### src/verilog/rv_pkg.sv
`default_nettype none

package rv_pkg;

  // ==========================================================================
  // widths
  // ==========================================================================
  localparam int XLEN       = 32;
  localparam int REG_ADDR_W = 5;
  localparam int INST_W     = 32;

  // addi x0, x0, 0
  localparam logic [INST_W-1:0] NOP_INST = 32'h0000_0013;

  // ==========================================================================
  // opcodes and function fields
  // ==========================================================================
  localparam logic [6:0] OPC_OP     = 7'b011_0011;
  localparam logic [6:0] OPC_OP_IMM = 7'b001_0011;
  localparam logic [6:0] OPC_LUI    = 7'b011_0111;
  localparam logic [6:0] OPC_AUIPC  = 7'b001_0111;

  localparam logic [2:0] F3_ADD_SUB = 3'b000;
  localparam logic [2:0] F3_SLL     = 3'b001;
  localparam logic [2:0] F3_SLT     = 3'b010;
  localparam logic [2:0] F3_SLTU    = 3'b011;
  localparam logic [2:0] F3_XOR     = 3'b100;
  localparam logic [2:0] F3_SR      = 3'b101;
  localparam logic [2:0] F3_OR      = 3'b110;
  localparam logic [2:0] F3_AND     = 3'b111;

  // funct7 for the base ops, and the one selecting sub / sra
  localparam logic [6:0] F7_BASE = 7'b000_0000;
  localparam logic [6:0] F7_ALT  = 7'b010_0000;

  typedef enum logic [3:0] {
    ALU_ADD,
    ALU_SUB,
    ALU_SLL,
    ALU_SLT,
    ALU_SLTU,
    ALU_XOR,
    ALU_SRL,
    ALU_SRA,
    ALU_OR,
    ALU_AND,
    ALU_PASS_B
  } alu_op_t;

endpackage

`default_nettype wire

### src/verilog/alu.sv
`timescale 1ns/1ps
`default_nettype none

module alu
  import rv_pkg::*;
(
  input  alu_op_t         op_i,
  input  wire  [XLEN-1:0] a_i,
  input  wire  [XLEN-1:0] b_i,
  output logic [XLEN-1:0] result_o
);

  logic [4:0] shamt;
  logic       lt_signed;
  logic       lt_unsigned;

  // only the low five bits shift
  assign shamt       = b_i[4:0];
  assign lt_signed   = $signed(a_i) < $signed(b_i);
  assign lt_unsigned = a_i < b_i;

  always_comb begin
    case (op_i)
      ALU_ADD:    result_o = a_i + b_i;
      ALU_SUB:    result_o = a_i - b_i;
      ALU_SLL:    result_o = a_i << shamt;
      ALU_SLT:    result_o = {{(XLEN-1){1'b0}}, lt_signed};
      ALU_SLTU:   result_o = {{(XLEN-1){1'b0}}, lt_unsigned};
      ALU_XOR:    result_o = a_i ^ b_i;
      ALU_SRL:    result_o = a_i >> shamt;
      ALU_SRA:    result_o = $signed(a_i) >>> shamt;
      ALU_OR:     result_o = a_i | b_i;
      ALU_AND:    result_o = a_i & b_i;
      // lui
      ALU_PASS_B: result_o = b_i;
      default:    result_o = '0;
    endcase
  end

  // op comes from the decode register, which reset always defines
  always_comb begin
    a_op_known : assert final (!$isunknown(op_i))
      else $error("alu op_i unknown");
  end

endmodule

`default_nettype wire

### src/verilog/decode_stage.sv
`timescale 1ns/1ps
`default_nettype none

module decode_stage
  import rv_pkg::*;
(
  input  wire                   clk,
  input  wire                   arst_n_i,
  input  wire  [XLEN-1:0]       id_pc_i,
  input  wire  [INST_W-1:0]     id_inst_i,
  input  wire                   id_valid_i,
  input  wire                   wb_valid_i,
  input  wire  [REG_ADDR_W-1:0] wb_rd_i,
  input  wire  [XLEN-1:0]       wb_data_i,
  output logic [XLEN-1:0]       ex_pc_o,
  output logic [REG_ADDR_W-1:0] ex_rs1_o,
  output logic [REG_ADDR_W-1:0] ex_rs2_o,
  output logic [XLEN-1:0]       ex_rdata1_o,
  output logic [XLEN-1:0]       ex_rdata2_o,
  output logic [XLEN-1:0]       ex_imm_o,
  output logic [REG_ADDR_W-1:0] ex_rd_o,
  output alu_op_t               ex_alu_op_o,
  output logic                  ex_use_pc_o,
  output logic                  ex_use_imm_o,
  output logic                  ex_reg_write_o
);

  logic [6:0]            opcode;
  logic [2:0]            funct3;
  logic [6:0]            funct7;
  logic [REG_ADDR_W-1:0] rs1;
  logic [REG_ADDR_W-1:0] rs2;
  logic [REG_ADDR_W-1:0] rd;
  logic [XLEN-1:0]       imm_i_type;
  logic [XLEN-1:0]       imm_u_type;
  logic [XLEN-1:0]       imm;
  logic [XLEN-1:0]       rdata1;
  logic [XLEN-1:0]       rdata2;
  alu_op_t               alu_op;
  logic                  use_pc;
  logic                  use_imm;
  logic                  supported;

  // ==========================================================================
  // field split and immediates
  // ==========================================================================
  assign opcode = id_inst_i[6:0];
  assign rd     = id_inst_i[11:7];
  assign funct3 = id_inst_i[14:12];
  assign rs1    = id_inst_i[19:15];
  assign rs2    = id_inst_i[24:20];
  assign funct7 = id_inst_i[31:25];

  assign imm_i_type = {{(XLEN-12){id_inst_i[31]}}, id_inst_i[31:20]};
  assign imm_u_type = {id_inst_i[31:12], 12'b0};

  // funct3 to alu op, alt picks sub / sra
  function automatic alu_op_t f3_to_op(input logic [2:0] f3, input logic alt);
    alu_op_t op;
    op = ALU_ADD;
    case (f3)
      F3_ADD_SUB: op = alt ? ALU_SUB : ALU_ADD;
      F3_SLL:     op = ALU_SLL;
      F3_SLT:     op = ALU_SLT;
      F3_SLTU:    op = ALU_SLTU;
      F3_XOR:     op = ALU_XOR;
      F3_SR:      op = alt ? ALU_SRA : ALU_SRL;
      F3_OR:      op = ALU_OR;
      F3_AND:     op = ALU_AND;
    endcase
    return op;
  endfunction

  // control decode
  always_comb begin
    alu_op    = ALU_ADD;
    use_pc    = 1'b0;
    use_imm   = 1'b0;
    imm       = imm_i_type;
    supported = 1'b0;
    case (opcode)
      OPC_OP: begin
        supported = (funct7 == F7_BASE) ||
                    ((funct7 == F7_ALT) && ((funct3 == F3_ADD_SUB) || (funct3 == F3_SR)));
        alu_op    = f3_to_op(funct3, funct7 == F7_ALT);
      end
      OPC_OP_IMM: begin
        use_imm = 1'b1;
        case (funct3)
          F3_SLL:  supported = (funct7 == F7_BASE);
          F3_SR:   supported = (funct7 == F7_BASE) || (funct7 == F7_ALT);
          default: supported = 1'b1;
        endcase
        // no subi, alt only matters for the right shift
        alu_op = f3_to_op(funct3, (funct3 == F3_SR) && (funct7 == F7_ALT));
      end
      OPC_LUI: begin
        supported = 1'b1;
        use_imm   = 1'b1;
        imm       = imm_u_type;
        alu_op    = ALU_PASS_B;
      end
      OPC_AUIPC: begin
        supported = 1'b1;
        use_pc    = 1'b1;
        use_imm   = 1'b1;
        imm       = imm_u_type;
      end
      default: ;
    endcase
  end

  reg_file u_reg_file (
    .clk      (clk),
    .arst_n_i (arst_n_i),
    .raddr1_i (rs1),
    .raddr2_i (rs2),
    .we_i     (wb_valid_i),
    .waddr_i  (wb_rd_i),
    .wdata_i  (wb_data_i),
    .rdata1_o (rdata1),
    .rdata2_o (rdata2)
  );

  // ==========================================================================
  // decode to execute register
  // ==========================================================================
  always_ff @(posedge clk or negedge arst_n_i) begin
    if (!arst_n_i) begin
      ex_reg_write_o <= 1'b0;
      ex_alu_op_o    <= ALU_ADD;
      ex_use_pc_o    <= 1'b0;
      ex_use_imm_o   <= 1'b0;
    end else begin
      ex_reg_write_o <= id_valid_i && supported;
      ex_alu_op_o    <= alu_op;
      ex_use_pc_o    <= use_pc;
      ex_use_imm_o   <= use_imm;
    end
  end

  always_ff @(posedge clk) begin
    ex_pc_o     <= id_pc_i;
    ex_rs1_o    <= rs1;
    ex_rs2_o    <= rs2;
    ex_rdata1_o <= rdata1;
    ex_rdata2_o <= rdata2;
    ex_imm_o    <= imm;
    ex_rd_o     <= rd;
  end

endmodule

`default_nettype wire

### src/verilog/execute_stage.sv
`timescale 1ns/1ps
`default_nettype none

module execute_stage
  import rv_pkg::*;
(
  input  wire                   clk,
  input  wire                   arst_n_i,
  input  wire  [XLEN-1:0]       ex_pc_i,
  input  wire  [REG_ADDR_W-1:0] ex_rs1_i,
  input  wire  [REG_ADDR_W-1:0] ex_rs2_i,
  input  wire  [XLEN-1:0]       ex_rdata1_i,
  input  wire  [XLEN-1:0]       ex_rdata2_i,
  input  wire  [XLEN-1:0]       ex_imm_i,
  input  wire  [REG_ADDR_W-1:0] ex_rd_i,
  input  alu_op_t               ex_alu_op_i,
  input  wire                   ex_use_pc_i,
  input  wire                   ex_use_imm_i,
  input  wire                   ex_reg_write_i,
  input  wire                   wb_valid_i,
  input  wire  [REG_ADDR_W-1:0] wb_rd_i,
  input  wire  [XLEN-1:0]       wb_data_i,
  output logic                  wb_reg_write_o,
  output logic [REG_ADDR_W-1:0] wb_rd_o,
  output logic [XLEN-1:0]       wb_result_o
);

  logic            fwd_a;
  logic            fwd_b;
  logic [XLEN-1:0] rs1_val;
  logic [XLEN-1:0] rs2_val;
  logic [XLEN-1:0] op_a;
  logic [XLEN-1:0] op_b;
  logic [XLEN-1:0] alu_result;

  // ==========================================================================
  // forwarding from write-back
  // ==========================================================================
  // the instruction one ahead is in write-back now, two ahead already
  // reached decode through the register file write-through
  assign fwd_a = wb_valid_i && (wb_rd_i != '0) && (wb_rd_i == ex_rs1_i);
  assign fwd_b = wb_valid_i && (wb_rd_i != '0) && (wb_rd_i == ex_rs2_i);

  assign rs1_val = fwd_a ? wb_data_i : ex_rdata1_i;
  assign rs2_val = fwd_b ? wb_data_i : ex_rdata2_i;

  // pc for auipc, immediate for op-imm / lui / auipc
  assign op_a = ex_use_pc_i  ? ex_pc_i  : rs1_val;
  assign op_b = ex_use_imm_i ? ex_imm_i : rs2_val;

  alu u_alu (
    .op_i     (ex_alu_op_i),
    .a_i      (op_a),
    .b_i      (op_b),
    .result_o (alu_result)
  );

  // execute to write-back register
  always_ff @(posedge clk or negedge arst_n_i) begin
    if (!arst_n_i) begin
      wb_reg_write_o <= 1'b0;
    end else begin
      wb_reg_write_o <= ex_reg_write_i;
    end
  end

  always_ff @(posedge clk) begin
    wb_rd_o     <= ex_rd_i;
    wb_result_o <= alu_result;
  end

endmodule

`default_nettype wire

### src/verilog/fetch_stage.sv
`timescale 1ns/1ps
`default_nettype none

module fetch_stage
  import rv_pkg::*;
#(
  parameter logic [XLEN-1:0] RESET_PC = '0
) (
  input  wire                 clk,
  input  wire                 arst_n_i,
  input  wire                 fetch_en_i,
  input  wire  [INST_W-1:0]   inst_i,
  output logic [XLEN-1:0]     pc_o,
  output logic [XLEN-1:0]     id_pc_o,
  output logic [INST_W-1:0]   id_inst_o,
  output logic                id_valid_o
);

  // program counter, held while fetch is off
  always_ff @(posedge clk or negedge arst_n_i) begin
    if (!arst_n_i) begin
      pc_o       <= RESET_PC;
      id_valid_o <= 1'b0;
    end else begin
      id_valid_o <= fetch_en_i;
      if (fetch_en_i) begin
        pc_o <= pc_o + XLEN'(4);
      end
    end
  end

  // fetch register, a disabled cycle turns into a nop bubble
  always_ff @(posedge clk) begin
    id_pc_o <= pc_o;
    if (fetch_en_i) begin
      id_inst_o <= inst_i;
    end else begin
      id_inst_o <= NOP_INST;
    end
  end

  // only +4 steps from an aligned reset value
  a_pc_aligned : assert property (
    @(posedge clk) disable iff (!arst_n_i)
    pc_o[1:0] == 2'b00
  ) else $error("pc_o not word aligned: %h", pc_o);

endmodule

`default_nettype wire

### src/verilog/reg_file.sv
`timescale 1ns/1ps
`default_nettype none

module reg_file
  import rv_pkg::*;
(
  input  wire                   clk,
  input  wire                   arst_n_i,
  input  wire  [REG_ADDR_W-1:0] raddr1_i,
  input  wire  [REG_ADDR_W-1:0] raddr2_i,
  input  wire                   we_i,
  input  wire  [REG_ADDR_W-1:0] waddr_i,
  input  wire  [XLEN-1:0]       wdata_i,
  output logic [XLEN-1:0]       rdata1_o,
  output logic [XLEN-1:0]       rdata2_o
);

  // x1..x31, x0 has no storage
  logic [XLEN-1:0] regs [1:31];
  logic            wr_hit;

  assign wr_hit = we_i && (waddr_i != '0);

  always_ff @(posedge clk or negedge arst_n_i) begin
    if (!arst_n_i) begin
      for (int i = 1; i < 32; i++) begin
        regs[i] <= '0;
      end
    end else if (wr_hit) begin
      regs[waddr_i] <= wdata_i;
    end
  end

  // read ports with write-through
  always_comb begin
    if (raddr1_i == '0) begin
      rdata1_o = '0;
    end else if (wr_hit && (waddr_i == raddr1_i)) begin
      rdata1_o = wdata_i;
    end else begin
      rdata1_o = regs[raddr1_i];
    end

    if (raddr2_i == '0) begin
      rdata2_o = '0;
    end else if (wr_hit && (waddr_i == raddr2_i)) begin
      rdata2_o = wdata_i;
    end else begin
      rdata2_o = regs[raddr2_i];
    end
  end

endmodule

`default_nettype wire

### src/verilog/rv_core_top.sv
`timescale 1ns/1ps
`default_nettype none

module rv_core_top
  import rv_pkg::*;
#(
  parameter logic [XLEN-1:0] RESET_PC = '0
) (
  input  wire                   clk,
  input  wire                   arst_n_i,
  input  wire                   fetch_en_i,
  input  wire  [INST_W-1:0]     inst_i,
  output logic [XLEN-1:0]       pc_o,
  output logic                  wb_valid_o,
  output logic [REG_ADDR_W-1:0] wb_rd_o,
  output logic [XLEN-1:0]       wb_data_o,
  output logic [XLEN-1:0]       retired_o
);

  // ==========================================================================
  // stage wiring
  // ==========================================================================
  logic [XLEN-1:0]       id_pc;
  logic [INST_W-1:0]     id_inst;
  logic                  id_valid;

  logic [XLEN-1:0]       ex_pc;
  logic [REG_ADDR_W-1:0] ex_rs1;
  logic [REG_ADDR_W-1:0] ex_rs2;
  logic [XLEN-1:0]       ex_rdata1;
  logic [XLEN-1:0]       ex_rdata2;
  logic [XLEN-1:0]       ex_imm;
  logic [REG_ADDR_W-1:0] ex_rd;
  alu_op_t               ex_alu_op;
  logic                  ex_use_pc;
  logic                  ex_use_imm;
  logic                  ex_reg_write;

  logic                  wb_reg_write;
  logic [REG_ADDR_W-1:0] wb_rd;
  logic [XLEN-1:0]       wb_result;

  fetch_stage #(
    .RESET_PC (RESET_PC)
  ) u_fetch (
    .clk        (clk),
    .arst_n_i   (arst_n_i),
    .fetch_en_i (fetch_en_i),
    .inst_i     (inst_i),
    .pc_o       (pc_o),
    .id_pc_o    (id_pc),
    .id_inst_o  (id_inst),
    .id_valid_o (id_valid)
  );

  decode_stage u_decode (
    .clk            (clk),
    .arst_n_i       (arst_n_i),
    .id_pc_i        (id_pc),
    .id_inst_i      (id_inst),
    .id_valid_i     (id_valid),
    .wb_valid_i     (wb_valid_o),
    .wb_rd_i        (wb_rd_o),
    .wb_data_i      (wb_data_o),
    .ex_pc_o        (ex_pc),
    .ex_rs1_o       (ex_rs1),
    .ex_rs2_o       (ex_rs2),
    .ex_rdata1_o    (ex_rdata1),
    .ex_rdata2_o    (ex_rdata2),
    .ex_imm_o       (ex_imm),
    .ex_rd_o        (ex_rd),
    .ex_alu_op_o    (ex_alu_op),
    .ex_use_pc_o    (ex_use_pc),
    .ex_use_imm_o   (ex_use_imm),
    .ex_reg_write_o (ex_reg_write)
  );

  execute_stage u_execute (
    .clk            (clk),
    .arst_n_i       (arst_n_i),
    .ex_pc_i        (ex_pc),
    .ex_rs1_i       (ex_rs1),
    .ex_rs2_i       (ex_rs2),
    .ex_rdata1_i    (ex_rdata1),
    .ex_rdata2_i    (ex_rdata2),
    .ex_imm_i       (ex_imm),
    .ex_rd_i        (ex_rd),
    .ex_alu_op_i    (ex_alu_op),
    .ex_use_pc_i    (ex_use_pc),
    .ex_use_imm_i   (ex_use_imm),
    .ex_reg_write_i (ex_reg_write),
    .wb_valid_i     (wb_valid_o),
    .wb_rd_i        (wb_rd_o),
    .wb_data_i      (wb_data_o),
    .wb_reg_write_o (wb_reg_write),
    .wb_rd_o        (wb_rd),
    .wb_result_o    (wb_result)
  );

  writeback_stage u_writeback (
    .clk         (clk),
    .arst_n_i    (arst_n_i),
    .reg_write_i (wb_reg_write),
    .rd_i        (wb_rd),
    .result_i    (wb_result),
    .wb_valid_o  (wb_valid_o),
    .wb_rd_o     (wb_rd_o),
    .wb_data_o   (wb_data_o),
    .retired_o   (retired_o)
  );

endmodule

`default_nettype wire

### src/verilog/writeback_stage.sv
`timescale 1ns/1ps
`default_nettype none

module writeback_stage
  import rv_pkg::*;
(
  input  wire                   clk,
  input  wire                   arst_n_i,
  input  wire                   reg_write_i,
  input  wire  [REG_ADDR_W-1:0] rd_i,
  input  wire  [XLEN-1:0]       result_i,
  output logic                  wb_valid_o,
  output logic [REG_ADDR_W-1:0] wb_rd_o,
  output logic [XLEN-1:0]       wb_data_o,
  output logic [XLEN-1:0]       retired_o
);

  // write-back port, also feeds the register file and forwarding
  assign wb_valid_o = reg_write_i;
  assign wb_rd_o    = rd_i;
  assign wb_data_o  = result_i;

  // retired instruction count, x0 writes included
  always_ff @(posedge clk or negedge arst_n_i) begin
    if (!arst_n_i) begin
      retired_o <= '0;
    end else if (wb_valid_o) begin
      retired_o <= retired_o + XLEN'(1);
    end
  end

  a_retired_monotonic : assert property (
    @(posedge clk) disable iff (!arst_n_i)
    retired_o >= $past(retired_o)
  ) else $error("retired_o decreased: %h -> %h", $past(retired_o), retired_o);

endmodule

`default_nettype wire
### config.mk
export PLATFORM = sky130hd
export DESIGN_NAME = rv_core_top
export DESIGN_NICKNAME = d
export VERILOG_FILES = /design/src/verilog/rv_pkg.sv /design/src/verilog/alu.sv /design/src/verilog/decode_stage.sv /design/src/verilog/execute_stage.sv /design/src/verilog/fetch_stage.sv /design/src/verilog/reg_file.sv /design/src/verilog/rv_core_top.sv /design/src/verilog/writeback_stage.sv
export SDC_FILE = /design/constraint.sdc
export NUM_CORES = 2
export LEC_CHECK = 0
export BUFFER_PORTS_ARGS = -buffer_cell sky130_fd_sc_hd__buf_4
export CORE_MARGIN = 2
export CORE_UTILIZATION = 30
export DETAILED_ROUTE_END_ITERATION = 8
export HOLD_SLACK_MARGIN = 0.1
export PLACE_DENSITY = 0.46
export RECOVER_POWER = 50
export SETUP_SLACK_MARGIN = 0.1
export SYNTH_ARGS = -nofsm -noshare
export SYNTH_HDL_FRONTEND = slang
export SYNTH_SLANG_ARGS = --single-unit
### constraint.sdc
create_clock -name clk -period 7 [get_ports clk]
set_input_delay 0.35 -clock clk [delete_from_list [all_inputs] [get_ports clk]]
set_output_delay 0.35 -clock clk [all_outputs]
set_load 0.02 [all_outputs]
======== Word level (Yosys, flattened, before mapping) ========
Index checks and enable logic that the tools add are counted.
storage, ports and cells
  flip-flop bits (word level) ............. 1309
  output and inout port bits .............. 102
  word-level logic and storage cells ...... 144
operators by class
  add/subtract/negate cells ............... 4
  $lt $le $gt $ge ......................... 6
  equality and inequality tests ........... 26
  shifts and indexed selects .............. 3
  mux-type cells .......................... 28
  bitwise operators ....................... 6
  reductions and logical operators ........ 20
operator list
  cell                                            number
  bitwise mux 992 bit                             1
  2-to-1 mux 32 bit                               11
  one-hot mux 32 bit (11 select lines)            1
  binary-select mux 32 bit (select 5 bit)         2
  demux 32 bit (select 5 bit)                     1
  less-than comparator 32 bit                     2
  one-hot mux 4 bit (8 select lines)              2
  adder 32 x 1 -> 32 bit (second input constant)  1
  adder 32 x 3 -> 32 bit (second input constant)  1
  adder 32 bit                                    1
  AND 32 bit                                      1
  bitwise OR 32 bit                               1
  left shift 32 x 5 -> 32 bit                     1
  >> shifter 32 x 5 -> 32 bit                     1
  >>> shifter 32 x 5 -> 32 bit                    1
  subtractor 32 bit                               1
  bitwise XOR 32 bit                              1
  2-to-1 mux 31 bit                               1
  == test 7 x 6 -> 1 bit (second input constant)  3
  == test 5 bit                                   4
  >= comparator 6 bit (second input constant)     3
  inverter 5 -> 6 bit                             3
  == test 4 x 3 -> 1 bit (second input constant)  4
  == test 7 x 5 -> 1 bit (second input constant)  2
  20 further kinds                                43

======== Depth between registers and ports, before layout ========
  word-level depth ........................ 7
  gate-level depth with buffers ........... 22
  mapped depth without buffers ............ 18

======== Cells and area by module ========
A second synthesis with hierarchy kept.
unflattened totals
  cell total of the unflattened synthesis .. 5747
  area, all modules ....................... 72573.4 sq um
by module, submodules not included
  module           times used  cells an instance  area each (sq um)  seq. area each (sq um)
  reg_file         1           3641               53490.1            24823.8
  alu              1           1300               8872.3             0.0
  decode_stage     1           221                3518.4             3037.9
  fetch_stage      1           218                2889.0             2016.9
  execute_stage    1           206                2069.5             765.7
  writeback_stage  1           161                1734.2             800.8

======== Worst setup path before layout ========
OpenSTA, ideal clock, no wires.
  path type ............................... register to register
  start ................................... register u_execute.wb_rd_o[0]
  end ..................................... register u_execute.wb_result_o[30]
  arrival ................................. 5.138 ns
  path slack .............................. 1.729 ns
  stages on the path, launching flop included .. 21
  path buffers ............................ 5
  period minus slack after synthesis ...... 5.271 ns
  cells stage by stage .................... dfxtp_1 > buf_6 > xor2_2 > or4b_4 > nor2_2 > o311a_1 > buf_4 > buf_2 > buf_1 > clkbuf_1 > ha_1 > a21oi_1 > o221ai_1 > nand4_1 > nand3_1 > a2111o_1 > a2111oi_0 > o41a_1 > o21ai_0 > o21ba_2 > o211ai_1
on the way
  word-level cells in the longest chain between the ends .. 7
  elaborated cells between the ends (all ways) .. 19
  classes of those cells .................. add/sub (2); eq/ne (2); shift (3); mux (5); bitwise (3); reduce/logical (4)
ends and longest elaborated chain
  item                                             line                                      RTL
  start, declared                                  execute_stage.sv:24                       output logic [REG_ADDR_W-1:0] wb_rd_o,
  start signal, assigned                           execute_stage.sv:68                       wb_rd_o <= ex_rd_i;
  nonzero test 5 bit                               execute_stage.sv:41, execute_stage.sv:42
  logical AND 1 bit                                execute_stage.sv:41, execute_stage.sv:42
  logical AND 1 bit, on equally long branches      execute_stage.sv:41, execute_stage.sv:42
  2-to-1 mux 32 bit, on equally long branches      execute_stage.sv:44, execute_stage.sv:45
  2-to-1 mux 32 bit, on equally long branches      execute_stage.sv:48, execute_stage.sv:49
  subtractor 32 bit, or another cell as far along  alu.sv:25                                 ALU_SUB: result_o = a_i - b_i;
  one-hot mux 32 bit (11 select lines) (*)         alu.sv:23                                 case (op_i)
  end signal, assigned                             execute_stage.sv:69                       wb_result_o <= alu_result;
  end, declared                                    execute_stage.sv:25                       output logic [XLEN-1:0] wb_result_o
Every way passes the cells marked *; elsewhere a longest branch is shown, timed or not.
A chain may end at the register's enable or synchronous reset.

======== Final worst setup path ========
  start ................................... register u_fetch.id_inst_o[21]
  end ..................................... register u_decode.ex_rdata2_o[14]
on the way
  word-level cells in the longest chain between the ends .. 5
  elaborated cells between the ends (all ways) .. 8
  classes of those cells .................. eq/ne (1); mux (4); bitwise (1); reduce/logical (2)
ends and longest elaborated chain
  item                                                   line                 RTL
  start, declared                                        fetch_stage.sv:15    output logic [INST_W-1:0] id_inst_o,
  start signal, assigned                                 fetch_stage.sv:36    id_inst_o <= inst_i;
  inverter 5 -> 6 bit (implied by the code)              reg_file.sv:49       rdata2_o = regs[raddr2_i];
  binary-select mux 32 bit (select 5 bit)                reg_file.sv:49
  2-to-1 mux 32 bit (implied by the code) (2 in series)  reg_file.sv:49
  2-to-1 mux 32 bit                                      reg_file.sv:46       end else if (wr_hit && (waddr_i == raddr2_i)) begin
  end signal, assigned                                   decode_stage.sv:147  ex_rdata2_o <= rdata2;
  end, declared                                          decode_stage.sv:19   output logic [XLEN-1:0] ex_rdata2_o,
Parallel ways exist; a longest one is shown, timed or not. The select of a mux whose other input is x is not followed.

==> results by group <==
Outcome
  • Status: finished, violations left
  • Failing checks: max-capacitance violations, max-slew violations

Logic synthesis
  • Yosys top cell area share: 36.60%
  • Mux cell area share after synthesis: 37.80%
  • Sequential-to-total area share from yosys stat: 43.21%
  • Top-count cell post-synth: dfrtp_1
  • Area leader, netlist: dfrtp_1
  • Synth Area in Simple Gates: 5.091%
  • Mapped Cells: 5,656
  • Mean Syn Cell Area: 12.85 sq um
  • Syn Std Cell Area: 0.07268 sq mm
  • Synthesis warning total: 0
  • Synth async-reset ratio: 81.58%
  • Synth top area cells: dfrtp_1, mux4_2, mux2_2
  • Compound-Gate Fraction of Synth Area: 7.573%
  • Synth cell count leaders: dfrtp_1, mux2_2, mux4_2
  • Synth cell types: 93
  • Largest family of logic cells by synthesized area: multiplexers
  • Yosys reg bits: 1,303
  • Xor and xnor area share after synthesis: 1.083%
  • Post-synth EDFFs: 0
  • Fraction of the mapped netlist area in adder cells: 1.759%
  • Ys flop type: dfrtp_1

Critical path
  • Crit path max-delay cell type: clkbuf_2
  • WS Path Type: flop to flop
  • Slowest stage delay, CP: 2.43 ns
  • Critical path peak fanout: 97
  • Worst Path Buf+Inv: 1
  • Crit end category: flop
  • CP delay by family, top: buffers and inverters
  • CP arrival: 7.31 ns
  • R2R setup slack: 0.36 ns
  • Crit path required time: 7.67 ns
  • Cell mode on critical path: mux4_2
  • Cell Chain, Critical Path: clkbuf_2 -> mux4_2 -> mux4_2 -> mux2i_1 -> o21ai_0
  • Startpoint types: flop

Timing
  • Fmax: 150.7 MHz
  • Worst clock skew: 0.05321 ns
  • Post-layout min period: 6.636 ns
  • RSZ-0062 raised after global routing: false
  • Final Max Tran Viols: 2,221
  • Final Cycle Share: 94.81%
  • Worst-Margin Slew: 5.036 ns
  • Setup violators final: 0
  • Total Neg Setup Slack: 0 ns
  • Hold Vio Cnt, Final: 0
  • Final setup margin: 0.3636 ns
  • Slew margin rel.: -235.7%

Power
  • Leak: 0.03558 uW
  • Register share of total power: 40.4%
  • Logic pwr share: 19.2%
  • Share of power burned in the clock network: 40.3%
  • Max VDD drop: 261.1 uV
  • Pint: 14,450 uW
  • Pwr dens: 255.0 mW/mm^2
  • Switch Pwr: 6656 uW
  • Switching part of the total power: 31.53%

Placed design
  • GP Congestion: 0.9795
  • Port Buf Inserts: 134
  • Post-DP Area: 0.07734 sq mm
  • Post-DP HPWL: 173.3 mm
  • DP Worst Slack: 0.6508 ns

Layout
  • Fraction of layout instances using a drive strength above 1: 36.71%
  • Final Cell Area: 0.08279 sq mm
  • Layout net count: 5,790
  • Final Util: 34.39%
  • Area delta synth->final: 13.92%

Drt
  • Routed WL per cell: 31.30 um
  • Via count: 51,150
  • Initial drt markers: 4,876
  • WL final: 280.8 mm
  • Via density per instance: 5.700
  • Pre-Repair DR Iteration Count: 7
  • Antenna-violating nets left: 0
  • DR DRC count: 0

Global routing
  • Gr ovfl total: 0
  • First-pass GRT wire length: 400.8 mm
  • Largest net degree at the start of global routing: 175
  • Vias in the first global route: 51,890
  • GRT Total Usage: 22.58%
  • Initial antenna violation count: 11

Floorplan
  • Die Footprint: 0.2462 sq mm
  • Die W: 496.2 um
  • Number of core rows: 180
  • Starting Density: 30.19%
  • Die Height: 496.2 um
  • CORE AREA: 0.2408 sq mm
  • IO Count: 137

CTS
  • CTS root buf: clkbuf_16
  • CTS Buf Count: 156
  • Clock buffer depth: 3
  • Register clock-pin slew on the reported worst setup and hold paths: 0.06 ns
  • Clock Sinks: 1,303
  • CTS resizes: 0
  • H-tree depth: 4
  • Clk_lat worst skew: 0.83 ns
  • CTS tree: yes

Run
  • Max-cap viol count: 51

Worst hold path
  • Hold Crit Class: flop to flop
==> what timing repair did <==
item	CTS	global route
endpoints found under the hold margin	174	0
setup buffers	0	0
hold buffers	68	0
setup endpoints to repair	0	0
==> per-stage QoR <==
step,instances,hold WS (ns),total power (uW)
floorplan,5657,0.05441,10940
global placement,8613,0.3125,12710
detailed placement,8613,0.3132,12720
CTS,8968,0.2938,21340
global route,8970,0.3207,21940
finish,8974,0.3074,21110
==> cell families (layout without fill, tap and decap cells) <==
logic type,Yosys count,count (layout)
simple gates,790,790
xor+xnor,89,89
fa+ha+maj,101,101
other cells,1,8
buf+inv,637,763
flops,1303,1303
compound gates,851,851
mux,1884,1884
==> path summary, 6_finish.rpt <==
path / startpoint / end / depth (start not counted)
worst min-delay path: u_fetch.id_inst_o[9] / u_decode.ex_rd_o[2] / 0
worst min register to register: u_fetch.id_inst_o[9] / u_decode.ex_rd_o[2] / 0
min in group asynchronous: arst_n_i / u_decode.u_reg_file.regs[41] / 3
worst max-delay path: u_fetch.id_inst_o[21] / u_decode.ex_rdata2_o[14] / 5
max in group asynchronous: arst_n_i / u_decode.u_reg_file.regs[56] / 4
worst max register to register: u_fetch.id_inst_o[21] / u_decode.ex_rdata2_o[14] / 5
==> per-layer routing <==
metal	vias up	global-route usage [%]	routed length, um	part of all wire, %
met4	4	7.512	10070	3.6
li1	21430	-	-	-
met2	1769	36.30	131900	47
met1	27520	30.99	122500	44
met3	426	3.563	16290	5.8
met5	-	0	33	0.012
==> state kept, by name, indices dropped and copies added, names as in the netlist <==
name	cells
u_decode.ex_rs2_o	5
u_fetch.pc_o	30
u_decode.ex_reg_write_o	1
u_decode.ex_rdata1_o	32
u_decode.ex_use_imm_o	1
u_decode.ex_rdata2_o	32
u_decode.u_reg_file.regs	992
u_decode.ex_alu_op_o	4
u_execute.wb_rd_o	5
u_decode.ex_pc_o	30
u_decode.ex_imm_o	32
u_writeback.retired_o	32
u_decode.ex_rd_o	5
u_execute.wb_result_o	32
u_execute.wb_reg_write_o	1
u_fetch.id_inst_o	32
u_decode.ex_rs1_o	5
u_fetch.id_pc_o	30
u_fetch.id_valid_o	1
u_decode.ex_use_pc_o	1
==> cell type report <==
cell class | instances | area [sq um]
antenna | 6 | 15.01
clock buffer | 231 | 4592
clock inverter | 56 | 769.5
fill | 23460 | 158000
inverter | 109 | 409.1
multi-input combinational | 3717 | 39000
sequential | 1303 | 31420
tap | 3185 | 3985
timing repair buffer | 367 | 2601
==> cells in the final DEF, fill, tap and decap left out, drive strengths merged, types with 35 or more instances in the layout <==
master,Yosys,final
and2,41,41
nor2,197,197
dfxtp,240,240
inv,109,115
nand2,276,276
xnor2,59,59
ha,99,99
nand3,83,83
mux2,1022,1022
a21oi,252,252
clkinv,0,35
o21ai,201,201
mux4,585,585
dlygate4sd3,0,68
a221oi,42,42
dfrtp,1063,1063
clkbuf,373,348
buf,155,182
mux2i,277,277
a31oi,37,37
==> power groups by stage <==
stage / Sequential, uW / Clock [uW] / Combinational, uW
4_1_cts: 8540 / 8710 / 4090
3_5_place_dp: 8670 / 0 / 4050
3_3_place_gp: 8660 / 0 / 4050
6_report: 8540 / 8510 / 4060
5_1_grt: 8590 / 9020 / 4330
2_1_floorplan: 8490 / 0 / 2460
Power figures use the tool's default switching activity.
